## config.mk

```make
export PLATFORM = sky130hd
export DESIGN_NAME = reducer
export DESIGN_NICKNAME = d
export VERILOG_FILES = /design/src/verilog/pe_array_pkg.sv /design/src/verilog/reducer.sv
export SDC_FILE = /design/constraint.sdc
export NUM_CORES = 2
export LEC_CHECK = 0
export ABC_AREA = 1
export BUFFER_PORTS_ARGS = -buffer_cell sky130_fd_sc_hd__buf_2
export CORE_AREA = 2 2 603 605
export CTS_CLUSTER_DIAMETER = 200
export DETAILED_ROUTE_END_ITERATION = 8
export DIE_AREA = 0 0 605 607
export PLACE_DENSITY = 0.39
export SYNTH_ARGS = -nofsm -noshare
export SYNTH_HDL_FRONTEND = slang
export SYNTH_SLANG_ARGS = --single-unit
```

## constraint.sdc

```tcl
create_clock -name clk -period 3.4 [get_ports clk]
set_input_delay 0.51 -clock clk [delete_from_list [all_inputs] [get_ports clk]]
set_output_delay 0.51 -clock clk [all_outputs]
set_load 0.01 [all_outputs]
```

## src/verilog/pe_array_pkg.sv

```systemverilog
package pe_array_pkg;

    // ------------------------------
    // array geometry
    // ------------------------------
    localparam int row_num      = 32;
    localparam int dw_group_num = 10;               // rows 0..29, three rows each
    localparam int lane_idx_w   = $clog2(row_num);  // lane select from apb offset
    localparam int fifo_depth   = 4;
    localparam int fifo_ptr_w   = $clog2(fifo_depth);

    // ------------------------------
    // lane types
    // ------------------------------
    typedef logic signed [7:0]  operand_t;    // weight or activation
    typedef logic signed [15:0] lane_t;       // product, ipsum or opsum

    typedef lane_t    [row_num-1:0] lane_vec_t;     // 512 bits, lane i at bits i*16
    typedef operand_t [row_num-1:0] operand_vec_t;

    typedef enum logic {
        mode_dw = 1'b0,   // depthwise / conv, groups of three rows
        mode_pw = 1'b1    // pointwise, lane by lane
    } reduce_mode_t;

    // one job as it moves multiplier -> fifo -> reducer
    typedef struct packed {
        lane_vec_t    products;
        lane_vec_t    ipsums;
        reduce_mode_t mode;
    } job_t;

    // sum sits in the low lane so group g lines up with lanes 3g..3g+2
    typedef struct packed {
        lane_t zero_hi;   // lane 3g+2
        lane_t zero_lo;   // lane 3g+1
        lane_t sum;       // lane 3g
    } dw_group_t;

    typedef struct packed {
        lane_t     [1:0]              tail;     // lanes 30 and 31, always zero
        dw_group_t [dw_group_num-1:0] groups;   // 480 bits
    } dw_view_t;

    // same 512-bit opsum word, decoded per lane or per group
    typedef union packed {
        lane_vec_t pw;
        dw_view_t  dw;
    } opsum_u;

endpackage

```

## src/verilog/reducer.sv

```systemverilog
module reducer (
    input  logic                 clk,
    input  logic                 reset,
    input  logic                 in_valid,
    output logic                 in_ready,
    input  pe_array_pkg::job_t   in_job,
    output logic                 result_valid,
    output pe_array_pkg::opsum_u result,
    input  logic                 result_clear
);

    pe_array_pkg::opsum_u nxt;
    logic                 pop;

    // ------------------------------
    // pw / dw reduction, wraps at 16 bits
    // ------------------------------
    always_comb begin
        nxt = '0;   // dw pad lanes and tail stay zero
        if (in_job.mode == pe_array_pkg::mode_pw) begin
            for (int i = 0; i < pe_array_pkg::row_num; i++) begin
                nxt.pw[i] = in_job.products[i] + in_job.ipsums[i];
            end
        end else begin
            for (int g = 0; g < pe_array_pkg::dw_group_num; g++) begin
                // three rows plus the first row's ipsum
                nxt.dw.groups[g].sum = in_job.products[3*g]
                                     + in_job.products[3*g+1]
                                     + in_job.products[3*g+2]
                                     + in_job.ipsums[3*g];
            end
        end
    end

    assign in_ready = !result_valid;     // one result held at a time
    assign pop      = in_valid & in_ready;

    always_ff @(posedge clk) begin
        if (reset) begin
            result_valid <= 1'b0;
            result       <= '0;
        end else if (pop) begin
            result_valid <= 1'b1;
            result       <= nxt;
        end else if (result_clear) begin
            result_valid <= 1'b0;        // ack from host, value kept for readback
        end
    end

endmodule

```

# [Word level (Yosys, flattened, before mapping)]
# Index checks and enable logic that the tools add are counted.
[totals] register_bits=513
[classes] n_reduce_logical=2 bitwise_logic=1 add_sub_neg=62 muxes=22
[ops] cell="$add 16x16->16" count=62
[ops] cell="$mux 32" count=9
[ops] cell="$mux 16" count=10
[ops] cell="$mux 64" count=1
[ops] cell="$mux 1" count=2
[ops] cell="$reduce_bool 2->1" count=1
[ops] cell="$and 1x1->1" count=1
[ops] cell="$logic_not 1->1" count=1

# [Longest topological paths before layout]
[depth] depth_word=4 ltp_mapped=17 ltp_nobuf=17

# [Least setup slack after synthesis]
# OpenSTA, ideal clock, no wires.
[synth_path] kind="input -> register" from="in in_job[2] in the netlist's numbering" to="reg result[5] in the netlist's numbering" setup_time_ps=57 cell_stages=13 setup_slack_ps=331 arrival_ps=3012 cell_sequence="inv_1 fa_1 fa_1 inv_1 ha_1 inv_1 fa_1 o21ai_0 inv_1 or2_2 a31oi_1 o21ai_0 inv_1"
[synth_via] elab_chain_cells=2
[synth_rtl] element="start, declared" line_no="reducer.sv:6" source="input pe_array_pkg::job_t in_job,"
[synth_rtl] element="$add 16x16->16 (on tied branches)" line_no="reducer.sv:30, reducer.sv:22"
[synth_rtl] element="$mux 16 (*)" line_no="reducer.sv:20" source="if (in_job.mode == pe_array_pkg::mode_pw) begin"
[synth_rtl] element="end signal, assigned" line_no="reducer.sv:44" source="result <= nxt;"
[synth_rtl] element="end, declared" line_no="reducer.sv:8" source="output pe_array_pkg::opsum_u result,"
# Every way passes the cells marked *; elsewhere a longest branch is shown, timed or not.
# A chain may end at the register's enable or synchronous reset.

# [Worst setup path in the final report]
# Ends and elaborated chain as after synthesis.

==> results by stage <==
Run status:
- The flow ran to the end, and the final reports show no timing, DRC or antenna violations.

Finish:
- From synthesis to final layout, the design area changed by 28.6%.
- The flip-flop and latch area is 0.0103 mm2.
- After filler insertion, the fill cell instance count of the layout stands at 42000.
- The finished layout holds 16500 standard cells, fillers aside.
- After the last flow step, the layout net total stands at 13500.
- In the final layout, the multi-input gates occupy 0.0440 mm2.
- The share of layout cells above drive strength 1 is 16.2%.

STA:
- Hold is met by 0.0965 ns.
- The number of hold violations in the final report was 0.
- The final number of max-transition violations came to 0.
- Setup violations remaining at the end of the flow were counted as 0.
- Setup repair after global routing left no endpoint under its margin.
- After layout, the worst path uses 81.4% of the clock period.
- Clock skew on the completed layout was measured at 0.107 ns.
- Measured against its own limit, the worst slew margin works out to 12.9%.
- For this run, the top clock speed supported by timing is 0.361 GHz.
- The slew at the pin with the worst max-slew slack is 1.31 ns.
- The shortest clock period the worst path allows after layout is 2.77 ns.

Clock tree:
- The total clock buffers created by CTS is 87.
- The clock-pin slew of the registers on the worst-case setup and hold paths is 0.06 ns.
- The number of sinks handled by clock tree synthesis is 513.
- The clock tree from TritonCTS is built.
- The tree is rooted in a clkbuf_16.
- The H-tree depth is 3.
- The later pin in the worst-skew pair is clocked with a latency of 0.87 ns.
- Counting along the longest clock path gives a buffer depth of 4.

Global routing:
- The initial antenna violation count came to 162.
- The first-pass GRT wire length is 519 mm.
- The combined global-route utilization of all metal layers is 19.8%.
- Entering global routing, the biggest net connects 152 pins.
- The via count of the first global-routing pass is 69000.
- The total overflow reported by the global router is 0.

Worst setup path:
- The longest individual stage delay on the worst path is 0.56 ns.
- Walking the worst path, the cells encountered are buf_2, inv_1, fa_1, fa_1, inv_1, ha_1, buf_4, inv_1, fa_1, o21ai_0, inv_1, or2_2, a31oi_1, o21ai_0, inv_1.
- The worst-case reg-to-reg path depth is 6.
- The largest driver fanout on the critical path is 3.
- The launch instance of the worst register-to-register path is result_valid.
- The worst setup path is captured at a register.
- The reg2reg setup slack is 0.69 ns.
- The largest individual stage delay along the critical path comes from the cell fa_1.
- Tracing the worst setup path back leads to its startpoint at in_job[2].
- The worst setup path is of the in2reg kind.
- STA puts the critical path data arrival time at 3.54 ns.
- The required time at the worst-slack endpoint is 4.17 ns.
- Among the stages of the critical path, the cell type that occurs most often is inv_1.
- The startpoint type of the worst setup path is an input pin.

Floorplan:
- The core box area is 0.361 mm2.
- The die outline area is 0.367 mm2.
- In this run the core area contains 221 standard-cell rows.
- The effective utilization at floorplan is 17.1%.
- For this design the top-level I/O count stands at 1543.
- In this run the vertical extent of the chip is 607 um.
- The die width is 605 um.

Logic synthesis:
- The sequential fraction of the synthesis area is 16.6%.
- The post-synthesis area per instance is 6.21 um2.
- Yosys mapped a number of flops with a built-in enable equal to 0.
- The area share of the largest cell type after synthesis is 16.9%.
- The library cell occupying the most area in the post-synthesis netlist is nand2_1.
- In the synthesized netlist the async set-or-reset flop fraction comes to 0%.
- Among all flip-flop cells after synthesis, the most frequent one is dfxtp_1.
- The synthesized netlist cell count is 9934.
- The number of nets handed over by synthesis was 11900.
- Counting flops and latches in the post-synthesis netlist gives 513.
- The yosys synthesis warning count is 0.
- Yosys attributes the largest share of cell area to nand2_1, dfxtp_1, ha_1.
- After synthesis the cells add up to 0.0617 mm2.
- The number of distinct standard cells referenced by the synthesized netlist is 34.

Worst hold path:
- Along the worst hold path, the cell count comes to 3.
- In this run the most critical hold path is launched from result_clear.
- The class of the most critical hold timing path is in2reg.

Route:
- The routed layout has 71000 vias.
- The count of antenna-violating nets left after detailed routing is 0.
- Dividing the detail-routed via count by the number of cells gives 4.31.
- In this run, the number of DRC markers left after iteration 0 of detailed routing was 4635.
- The detail-routed net length per standard cell is 23.0 um.
- The final routed DRC violation total is 0.
- The length of the first detailed-routing pass in iterations is 9.
- The routed design has 379 mm of wire.

Flow run:
- Across the run, the number of max-cap violations was 0.

Placement:
- Buffers placed on the I/O ports in this run total 1542.
- The placer congestion estimate is 0.959.
- The final HPWL from detailed placement is 329 mm.
- Including well taps, the total number of placed cells is 16300.

Power and ir drop:
- The largest vdd supply drop is 0.402 mV.
- The analysis attributes to cell leakage a power of 42.9 nW.
- Power spread over the standard cell area amounts to 423 mW/mm2.
## repair_timing
item	in CTS	in global routing
hold buffers	8	0
buffers inserted	0	0
endpoints found under the hold margin	8	0
gates resized for setup	0	0
## power breakdown
part	internal [mW]	leakage, nW	total (mW)	switching (mW)
Combinational	6.04	37.3	17.2	11.2
Clock	5.54	1.38	9.56	4.02
Sequential	6.50	4.20	6.80	0.299
Total	18.1	42.9	33.6	15.5
## per-layer routing
metal | GRT usage [%] | part of all wire, % | vias to the layer above | wire [um]
met4 | 8.21 | 4.3 | 38 | 16400
met2 | 34.8 | 49 | 2038 | 185000
met3 | 4.34 | 6.1 | 587 | 23100
met1 | 23.1 | 41 | 33100 | 154000
li1 | - | - | 35300 | -
met5 | 0 | 0.063 | - | 238
## through the flow
step | setup TNS, ns | area [um2] | util (%) | worst slack (ns) | power (mW)
after floorplan | 0 | 61700 | - | 0.331 | 17.2
after global placement | -2.40 | 76300 | 21.1 | -0.377 | 24.2
after detailed placement | -2.01 | 76300 | 21.1 | -0.232 | 24.2
after CTS | 0 | 79200 | 22.0 | 0.698 | 34.1
after global routing | 0 | 79300 | 22.0 | 0.486 | 36.3
final | 0 | 79400 | 22.0 | 0.633 | 33.6
## area by class of cell
class                   count  area share, %
clock buffers             107           2.96
diodes                     66          0.208
multi-input cells        7454           55.4
well taps                4794           7.55
repair buffers           1734           11.9
inverters                1767           8.38
flip-flops and latches    513           12.9
clock inverters            45          0.687
## path summary, 6_finish.rpt
path / end
worst max-delay path: result[5]
worst min-delay path: result_valid
worst max register to register: result[29]
worst min register to register: result[318]
## logic make-up after synthesis
group / count (synthesis) / share of synthesized area (%)
adders and majority gates: 962 / 23.5
xor gates and xnor gates: 111 / 1.57
buffers and inverters: 1967 / 12.2
and+or+nand+nor: 4655 / 31.6
AOI/OAI and AO/OA: 1726 / 14.5
DFF: 513 / 16.6
## worst max-delay path, delay by kind of cell
family | cells | cell delay [ns]
compound gates | 3 | 0.47
fa+ha+maj | 4 | 1.64
buf+inv | 7 | 0.65
simple gates | 1 | 0.27
## state kept, by name, indices dropped and copies added (netlist names)
| signal | cells |
|---|---|
| result_valid | 1 |
| result | 512 |
## cell usage after synthesis (all sizes together) (10+ instances only)
master and n:
nand2 2787, inv 1767, a21oi 1111, nand3 916, ha 630, nor2 623
dfxtp 513, o21ai 489, fa 332, clkbuf 129, nand4 103, nand3b 91
xor2 77, buf 71, a21o 64, and2 50, nor3 41, nor4 37
xnor2 34, o21bai 21, a31oi 12, o211ai 10
## layout by cell type, fill, tap and decap left out, types with 6 or more instances in the layout
cell type / Yosys / layout
bufinv_16: 0 / 8
inv_1: 1764 / 1761
nand3b_1: 91 / 91
clkbuf_1: 129 / 10
nor4_1: 37 / 37
o21bai_1: 21 / 21
o21ai_0: 419 / 419
ha_1: 630 / 630
or2_2: 6 / 6
and2_1: 50 / 50
a221oi_1: 6 / 6
a21oi_1: 1111 / 1111
o21ai_1: 70 / 70
a21o_1: 64 / 64
buf_4: 1 / 164
o211ai_1: 10 / 10
nand3_1: 916 / 916
clkbuf_8: 0 / 10
clkinv_2: 0 / 12
clkinvlp_4: 0 / 13
dfxtp_1: 513 / 513
buf_12: 0 / 20
nand4_1: 103 / 103
clkinv_4: 0 / 6
clkbuf_16: 0 / 87
fa_1: 332 / 332
a31oi_1: 12 / 12
dlygate4sd3_1: 0 / 8
inv_6: 0 / 6
nor3_1: 41 / 41
xnor2_1: 34 / 34
o21a_1: 6 / 6
nor2_1: 622 / 621
nand2_1: 2787 / 2786
buf_2: 46 / 1540
diode_2: 0 / 66
xor2_1: 77 / 77
Note: power is estimated with default switching activity, not from simulation.
