**config.mk**
```make
export PLATFORM = sky130hd
export DESIGN_NAME = apb_regfile
export DESIGN_NICKNAME = d
export VERILOG_FILES = /design/src/verilog/apb_pkg.sv /design/src/verilog/pe_array_pkg.sv /design/src/verilog/apb_regfile.sv
export SDC_FILE = /design/constraint.sdc
export NUM_CORES = 2
export LEC_CHECK = 0
export BUFFER_PORTS_ARGS = -buffer_cell sky130_fd_sc_hd__clkbuf_2
export CAP_MARGIN = 40
export CORE_AREA = 3 3 632 634
export CTS_CLUSTER_SIZE = 20
export DETAILED_ROUTE_END_ITERATION = 10
export DIE_AREA = 0 0 635 637
export PLACE_DENSITY = 0.3
export SYNTH_ARGS = -nofsm -noshare
export SYNTH_HDL_FRONTEND = slang
export SYNTH_SLANG_ARGS = --single-unit
```
**constraint.sdc**
```tcl
create_clock -name clk -period 9.3 [get_ports clk]
set_clock_uncertainty 0.05 [all_clocks]
set_input_delay 1.395 -clock clk [delete_from_list [all_inputs] [get_ports clk]]
set_output_delay 1.395 -clock clk [all_outputs]
set_load 0.03 [all_outputs]
```
**src/verilog/apb_pkg.sv**
```systemverilog
package apb_pkg;

    localparam int apb_addr_w = 12;
    localparam int apb_data_w = 32;

    typedef struct packed {
        logic                  psel;
        logic                  penable;
        logic                  pwrite;
        logic [apb_addr_w-1:0] paddr;
        logic [apb_data_w-1:0] pwdata;
    } apb_req_t;

    typedef struct packed {
        logic                  pready;
        logic [apb_data_w-1:0] prdata;
        logic                  pslverr;
    } apb_resp_t;

    // ------------------------------
    // byte address map
    // ------------------------------
    localparam logic [apb_addr_w-1:0] addr_ctrl        = 12'h000;  // b0 start, b1 mode (1 = pw)
    localparam logic [apb_addr_w-1:0] addr_status      = 12'h004;  // b0 result_valid, b3:1 count
    localparam logic [apb_addr_w-1:0] addr_ack         = 12'h008;  // write drops result_valid
    localparam logic [apb_addr_w-1:0] addr_weight_base = 12'h100;
    localparam logic [apb_addr_w-1:0] addr_act_base    = 12'h200;
    localparam logic [apb_addr_w-1:0] addr_ipsum_base  = 12'h300;
    localparam logic [apb_addr_w-1:0] addr_opsum_base  = 12'h400;  // read only

    // a lane bank spans 32 words, so paddr above this bit picks the bank
    localparam int bank_lsb = 7;

endpackage

```
**src/verilog/pe_array_pkg.sv**
```systemverilog
package pe_array_pkg;

    // ------------------------------
    // array geometry
    // ------------------------------
    localparam int row_num      = 32;
    localparam int dw_group_num = 10;               // rows 0..29, three rows each
    localparam int lane_idx_w   = $clog2(row_num);  // lane select from apb offset
    localparam int fifo_depth   = 4;
    localparam int fifo_ptr_w   = $clog2(fifo_depth);

    // ------------------------------
    // lane types
    // ------------------------------
    typedef logic signed [7:0]  operand_t;    // weight or activation
    typedef logic signed [15:0] lane_t;       // product, ipsum or opsum

    typedef lane_t    [row_num-1:0] lane_vec_t;     // 512 bits, lane i at bits i*16
    typedef operand_t [row_num-1:0] operand_vec_t;

    typedef enum logic {
        mode_dw = 1'b0,   // depthwise / conv, groups of three rows
        mode_pw = 1'b1    // pointwise, lane by lane
    } reduce_mode_t;

    // one job as it moves multiplier -> fifo -> reducer
    typedef struct packed {
        lane_vec_t    products;
        lane_vec_t    ipsums;
        reduce_mode_t mode;
    } job_t;

    // sum sits in the low lane so group g lines up with lanes 3g..3g+2
    typedef struct packed {
        lane_t zero_hi;   // lane 3g+2
        lane_t zero_lo;   // lane 3g+1
        lane_t sum;       // lane 3g
    } dw_group_t;

    typedef struct packed {
        lane_t     [1:0]              tail;     // lanes 30 and 31, always zero
        dw_group_t [dw_group_num-1:0] groups;   // 480 bits
    } dw_view_t;

    // same 512-bit opsum word, decoded per lane or per group
    typedef union packed {
        lane_vec_t pw;
        dw_view_t  dw;
    } opsum_u;

endpackage

```
**src/verilog/apb_regfile.sv**
```systemverilog
module apb_regfile (
    input  logic                       clk,
    input  logic                       reset,
    input  apb_pkg::apb_req_t          apb_req,
    output apb_pkg::apb_resp_t         apb_resp,
    output logic                       start_valid,
    input  logic                       start_ready,
    output pe_array_pkg::operand_vec_t weights,
    output pe_array_pkg::operand_vec_t acts,
    output pe_array_pkg::lane_vec_t    ipsums,
    output pe_array_pkg::reduce_mode_t mode,
    input  logic [2:0]                 fifo_count,
    input  logic                       result_valid,
    input  pe_array_pkg::opsum_u       result,
    output logic                       result_clear
);

    localparam int hi = apb_pkg::apb_addr_w - 1;
    localparam int lo = apb_pkg::bank_lsb;

    logic                                access;
    logic                                is_start;
    logic                                done;
    logic                                wr_en;
    logic                                err;
    logic                                hit_ctrl, hit_status, hit_ack;
    logic                                hit_w, hit_a, hit_i, hit_o;
    logic [pe_array_pkg::lane_idx_w-1:0] lane_idx;
    pe_array_pkg::reduce_mode_t          mode_q;
    pe_array_pkg::lane_t                 rd_lane;

    // ------------------------------
    // address decode
    // ------------------------------
    assign access   = apb_req.psel & apb_req.penable;   // access phase
    assign lane_idx = apb_req.paddr[lo-1:2];

    always_comb begin
        hit_ctrl   = apb_req.paddr == apb_pkg::addr_ctrl;
        hit_status = apb_req.paddr == apb_pkg::addr_status;
        hit_ack    = apb_req.paddr == apb_pkg::addr_ack;
        // bank hits need word alignment too
        hit_w = apb_req.paddr[hi:lo] == apb_pkg::addr_weight_base[hi:lo]
                && apb_req.paddr[1:0] == 2'b00;
        hit_a = apb_req.paddr[hi:lo] == apb_pkg::addr_act_base[hi:lo]
                && apb_req.paddr[1:0] == 2'b00;
        hit_i = apb_req.paddr[hi:lo] == apb_pkg::addr_ipsum_base[hi:lo]
                && apb_req.paddr[1:0] == 2'b00;
        hit_o = apb_req.paddr[hi:lo] == apb_pkg::addr_opsum_base[hi:lo]
                && apb_req.paddr[1:0] == 2'b00;
        err = !(hit_ctrl | hit_status | hit_ack | hit_w | hit_a | hit_i | hit_o)
              | (apb_req.pwrite & (hit_status | hit_o));   // read-only targets
    end

    // start write stretches until the multiplier can take it
    assign is_start     = hit_ctrl & apb_req.pwrite & apb_req.pwdata[0];
    assign done         = access & !(is_start & !start_ready);
    assign wr_en        = done & apb_req.pwrite & !err;
    assign start_valid  = wr_en & is_start;     // single pulse, completing cycle
    assign result_clear = wr_en & hit_ack;

    // mode rides along with the start write itself
    assign mode = (access & hit_ctrl & apb_req.pwrite)
                ? pe_array_pkg::reduce_mode_t'(apb_req.pwdata[1]) : mode_q;

    // ------------------------------
    // operand banks and control
    // ------------------------------
    always_ff @(posedge clk) begin
        if (reset) begin
            weights <= '0;
            acts    <= '0;
            ipsums  <= '0;
            mode_q  <= pe_array_pkg::mode_dw;
        end else if (wr_en) begin
            if (hit_ctrl) mode_q <= pe_array_pkg::reduce_mode_t'(apb_req.pwdata[1]);
            if (hit_w) weights[lane_idx] <= apb_req.pwdata[7:0];   // low byte only
            if (hit_a) acts[lane_idx]    <= apb_req.pwdata[7:0];
            if (hit_i) ipsums[lane_idx]  <= apb_req.pwdata[15:0];
        end
    end

    // ------------------------------
    // read mux and response
    // ------------------------------
    always_comb begin
        rd_lane = '0;
        if (hit_o)      rd_lane = result.pw[lane_idx];    // mode-blind lane view
        else if (hit_i) rd_lane = ipsums[lane_idx];
        else if (hit_w) rd_lane = 16'(weights[lane_idx]);
        else if (hit_a) rd_lane = 16'(acts[lane_idx]);

        apb_resp.pready  = done | !access;
        apb_resp.pslverr = access & err;
        apb_resp.prdata  = '0;
        if (hit_status)
            apb_resp.prdata = {28'd0, fifo_count, result_valid};
        else if (hit_ctrl)
            apb_resp.prdata = {30'd0, mode_q, 1'b0};      // start bit reads back 0
        else if (hit_o | hit_i | hit_w | hit_a)
            apb_resp.prdata = {{16{rd_lane[15]}}, rd_lane}; // sign extend
    end

endmodule

```
* Word level (Yosys, flattened, before mapping)
Cells that the tools add are included.
** Storage, ports and cells
- Bits in registers :: 1025
- Input bits :: 566
- Word-level logic and storage cells :: 169
** Cells by class
- Magnitude comparators :: 2
- Equal/unequal tests :: 6
- Mux-type cells :: 23
- Bitwise gates (word level) :: 25
- Reductions and logical operators :: 16
** Operators with widths (count)
- 256-bit bitwise mux :: 2
- 512-bit bitwise mux :: 1
- 16-bit binary-select mux with 5-bit select :: 2
- 16-bit 2-to-1 mux :: 7
- 32-bit 2-to-1 mux :: 3
- 8-bit binary-select mux with 5-bit select :: 2
- 16-bit demux with 5-bit select :: 1
- 8-bit demux with 5-bit select :: 1
- 8-bit 2-to-1 mux :: 3
- 1-bit AND :: 13
- 12-bit by 3-bit == test with 1-bit output (second input constant) :: 1
- 12-bit by 4-bit == test with 1-bit output (second input constant) :: 1
- 12-bit zero test :: 1
- 1-bit bitwise OR :: 12
- 5-bit by 3-bit == test with 1-bit output (second input constant) :: 2
- 2-bit AND reduction :: 4
- 5-bit by 6-bit < comparator with 1-bit output (second input constant) :: 1
- 5-bit by 2-bit == test with 1-bit output (second input constant) :: 1
- 5-bit by 4-bit == test with 1-bit output (second input constant) :: 1
- 5-bit by 1-bit >= comparator with 1-bit output (second input constant) :: 1
- 1-bit logical AND :: 5
- 1-bit zero test :: 5
- 2-bit zero test :: 1
- 1-bit 2-to-1 mux :: 1

* Longest topological paths before layout
- Depth in word-level cells :: 12
- Gate-level depth with buffers :: 12

* Worst setup path after synthesis
Ideal clock, no wire load.
- Path kind :: input -> output
- Start :: input port apb_req[35] (netlist bit)
- End :: output port apb_resp[17] (netlist bit)
- Arrival time :: 5.179 ns
- Path slack :: 2.676 ns
- Stages :: 11
- Path buffers :: 6
- Path through :: buf_2 > buf_2 > clkbuf_1 > clkbuf_1 > clkbuf_1 > mux4_2 > o22ai_1 > a21oi_1 > a21oi_1 > a211oi_1 > buf_4
** RTL lines
- from (decl) :: line apb_regfile.sv:4 : input apb_pkg::apb_req_t apb_req,
- to (decl) :: line apb_regfile.sv:5 : output apb_pkg::apb_resp_t apb_resp,

==> metrics.csv <==
stage,metric,value,unit
run_status,status,finished clean,
clocking,insertion_delay,0.82,ns
critical_path,crit_path_max_fanout,39,
synthesis,synth_xor_area_share,0.01730,%
global_routing,top_usage_layer,met2,
clocking,ctsRootBufferMaster,clkbuf_16,
clocking,cts_hold_buffers,0,
synthesis,synth_compound_area_share,11.73,%
critical_path,arrival,6.23,ns
clocking,cts_resized,0,
critical_path,cp.required,7.86,ns
final_layout,layout_commonest_cell,clkbuf_2,
worst_hold_path,hp-class,register to register,
critical_path,end_kind,output pin,
critical_path,regToRegSetupSlack,8.32,ns
synthesis,syn_nets,5922,
routing,wl_per_cell,37.03,um
final_layout,fin_cells,12308,
sta,fin_crit_sh,82.53,%
sta,hold-worst-slack,0.4158,ns
synthesis,synth_top_family_by_area,multiplexers,
synthesis,syn_area,50630,um2
critical_path,reg2reg_to,ipsums[212]$_SDFFE_PP0P_,
synthesis,synth-simple-area-share,15.75,%
clocking,clk_pin_slew,0.06,ns
worst_hold_path,hold_depth,2,
global_routing,antenna_found_initial,137,
synthesis,yosysWarnings,0,
synthesis,avgSynthCellArea,9.452,um2
routing,drt_first_pass_iters,6,
worst_hold_path,hold_end,ipsums[49]$_SDFFE_PP0P_,
synthesis,synth_cell_type_count,66,
synthesis,seq_area_frac_synth,40.53,%
synthesis,synth_top_area_share,40.53,%
synthesis,synth_edf_count,0,
final_layout,fillers,44351,
clocking,cts_buffer_depth,4,
place,hpwl,357.3,mm
critical_path,rr_worst_depth,2,
routing,vias_per_cell,4.167,
sta,rsz0062_at_grt,false,
die,dieHeight,637,um
sta,finalMaxSlewViolations,0,
place,place_inst,11988,
sta,finalSetupTns,0,ns
clocking,cts_tree,built,
power,leakage,28.61,nW
global_routing,use_met1,24.77,%
critical_path,cp_slowest_cell,nand2b_1,
synthesis,synth_flop_cell,dfxtp_1,
routing,ant_nets,0,
place,gp_congestion,0.8651,
die,core_region_area,394800,um2
global_routing,grt_max_degree,156,
worst_hold_path,min_from,ipsums[49]$_SDFFE_PP0P_,
clocking,htree_levels,4,
final_layout,final_cell_mix,"1596 x clkbuf_2, 1087 x nand2_1, 1025 x dfxtp_1, 797 x mux2i_1, 564 x nor2_1",
power,ir_drop,0.1426,mV
synthesis,synthTopCellsByArea,"dfxtp_1 41%, mux2i_1 16%, mux4_2 12%",
flow_run,drv_cap,0,
routing,drt_iter0_drc,4111,
die,die_area,404500,um2
critical_path,worstSetupPathType,input pin to output pin,
critical_path,worst_setup_path_start_kind,input pin,
final_layout,nets,7461,
final_layout,fin_util,18.05,%
final_layout,post_route_cells_drive_above_1_share,36.46,%
global_routing,grt_use_total,21.62,%
die,start_util,12.82,%
sta,finalSetupViolCount,0,
critical_path,r2r_start,ipsums[212]$_SDFFE_PP0P_,
synthesis,ys_ff_latch,1025,
synthesis,syn_inst,5356,
final_layout,finalInstanceArea,71270,um2
synthesis,yosysTopAreaCell,dfxtp_1,
sta,relSlewSlack,20.13,%
final_layout,area_delta_synth_final,40.77,%
place,dpl_cell_area,66270,um2
routing,drcViolationCount,0,
synthesis,synthArstFlopShare,0,%
global_routing,first_global_vias,50343,
die,fp.dieW,635,um
synthesis,muxShareOfSynthArea,27.56,%
routing,wirelength,455.7,mm
clocking,cts_setup_buffers,0,
sta,timing.fmax,0.1303,GHz
clocking,cts.sinks,1025,
die,io_pins,1627,
critical_path,critical_path.cell_chain,buf_6 -> nand2b_1 -> or2_2 -> o22ai_1 -> nor4_2 -> o21ai_2 -> buf_8 -> a211oi_2 -> buf_4 -> clkbuf_2,
die,rows,231,
place,port_buffers,1610,
critical_path,critPathMaxStageDelay,0.90,ns
routing,vias,51288,
sta,worstMarginPinSlew,1.198,ns
global_routing,globalRouteMet3Util,4.846,%
clocking,cts_made_buffers,147,
global_routing,grt_pass1_wl,573.4,mm
global_routing,use_met2,39.51,%
global_routing,grt_overflow,0,
sta,finalHoldViolCount,0,
sta,period_needed,7.675,ns
power,power.density,157.0,nW/um2
synthesis,synthAdderAreaFrac,0,%
==> area by class of cell <==
type	count	area (um2)	area share, %
Multi-Input combinational cell	3806	28300	39.71
Sequential cell	1025	20520	28.79
Timing Repair Buffer	1910	10870	15.26
Tap cell	5242	6559	9.203
Clock buffer	206	4242	5.952
Clock inverter	45	578.1	0.8111
Antenna cell	69	172.7	0.2423
Inverter	5	22.52	0.03160
==> power by group <==
group | total [mW] | internal [mW] | leakage (nW) | switching [mW]
Sequential | 4.39 | 4.39 | 8.25 | 0.00000554
Combinational | 1.00 | 0.311 | 18.0 | 0.694
Clock | 5.79 | 3.42 | 2.37 | 2.38
==> worst max path at each step <==
stage	from	to	cells past startpoint
after floorplan	apb_req[35]	apb_resp[17]	11
after global placement	apb_req[37]	apb_resp[5]	10
after detailed placement	apb_req[37]	apb_resp[25]	10
after CTS	apb_req[37]	apb_resp[25]	10
after global routing	apb_req[37]	apb_resp[30]	10
final	apb_req[37]	apb_resp[25]	10
==> per-layer routing <==
metal / share of wire [%] / vias to the layer above / routed length [um]
li1: - / 22235 / -
met1: 39 / 26339 / 175900
met2: 52 / 2214 / 234900
met3: 6.4 / 460 / 29270
met4: 3.4 / 40 / 15330
met5: 0.060 / - / 274
==> Yosys cell counts, types with 11 or more instances <==
cell       number
a2111oi_4      31
mux4_2        261
clkbuf_1      338
nand2_1      1093
nand4_1        52
mux2i_1       799
nor3_1         12
buf_4          23
o21ai_0        26
a211oi_1       15
a21oi_1       540
o2111ai_2      32
o22ai_1       102
nor2_1        567
dfxtp_1      1025
a22oi_1        90
nor4_2         11
nand3_1        14
nor4_1         25
nor4_4         21
buf_1          46
buf_2         108
==> critical path, delay by kind of cell <==
family	cells	cell delay (ns)
compound gates	3	0.97
simple gates	3	2.39
buf+inv	4	1.27
==> logic make-up after synthesis <==
| group | Yosys count |
|---|---|
| AO/OA/AOI/OAI | 876 |
| XOR/XNOR | 1 |
| buffers and inverters | 525 |
| flip-flops | 1025 |
| multiplexers | 1067 |
| AND/OR/NAND/NOR | 1862 |
==> sequential cells by signal, summed over array words and instances (netlist names) <==
name and count:
acts 256, weights 256, ipsums 512, mode_q 1
==> stage by stage <==
stage,power [mW],setup slack [ns]
2_1_floorplan,4.937,2.676
3_3_place_gp,5.505,1.145
3_5_place_dp,5.524,1.438
4_1_cts,11.45,1.419
5_1_grt,11.60,1.613
6_report,11.19,1.625
Power figures use the tool's default switching activity.
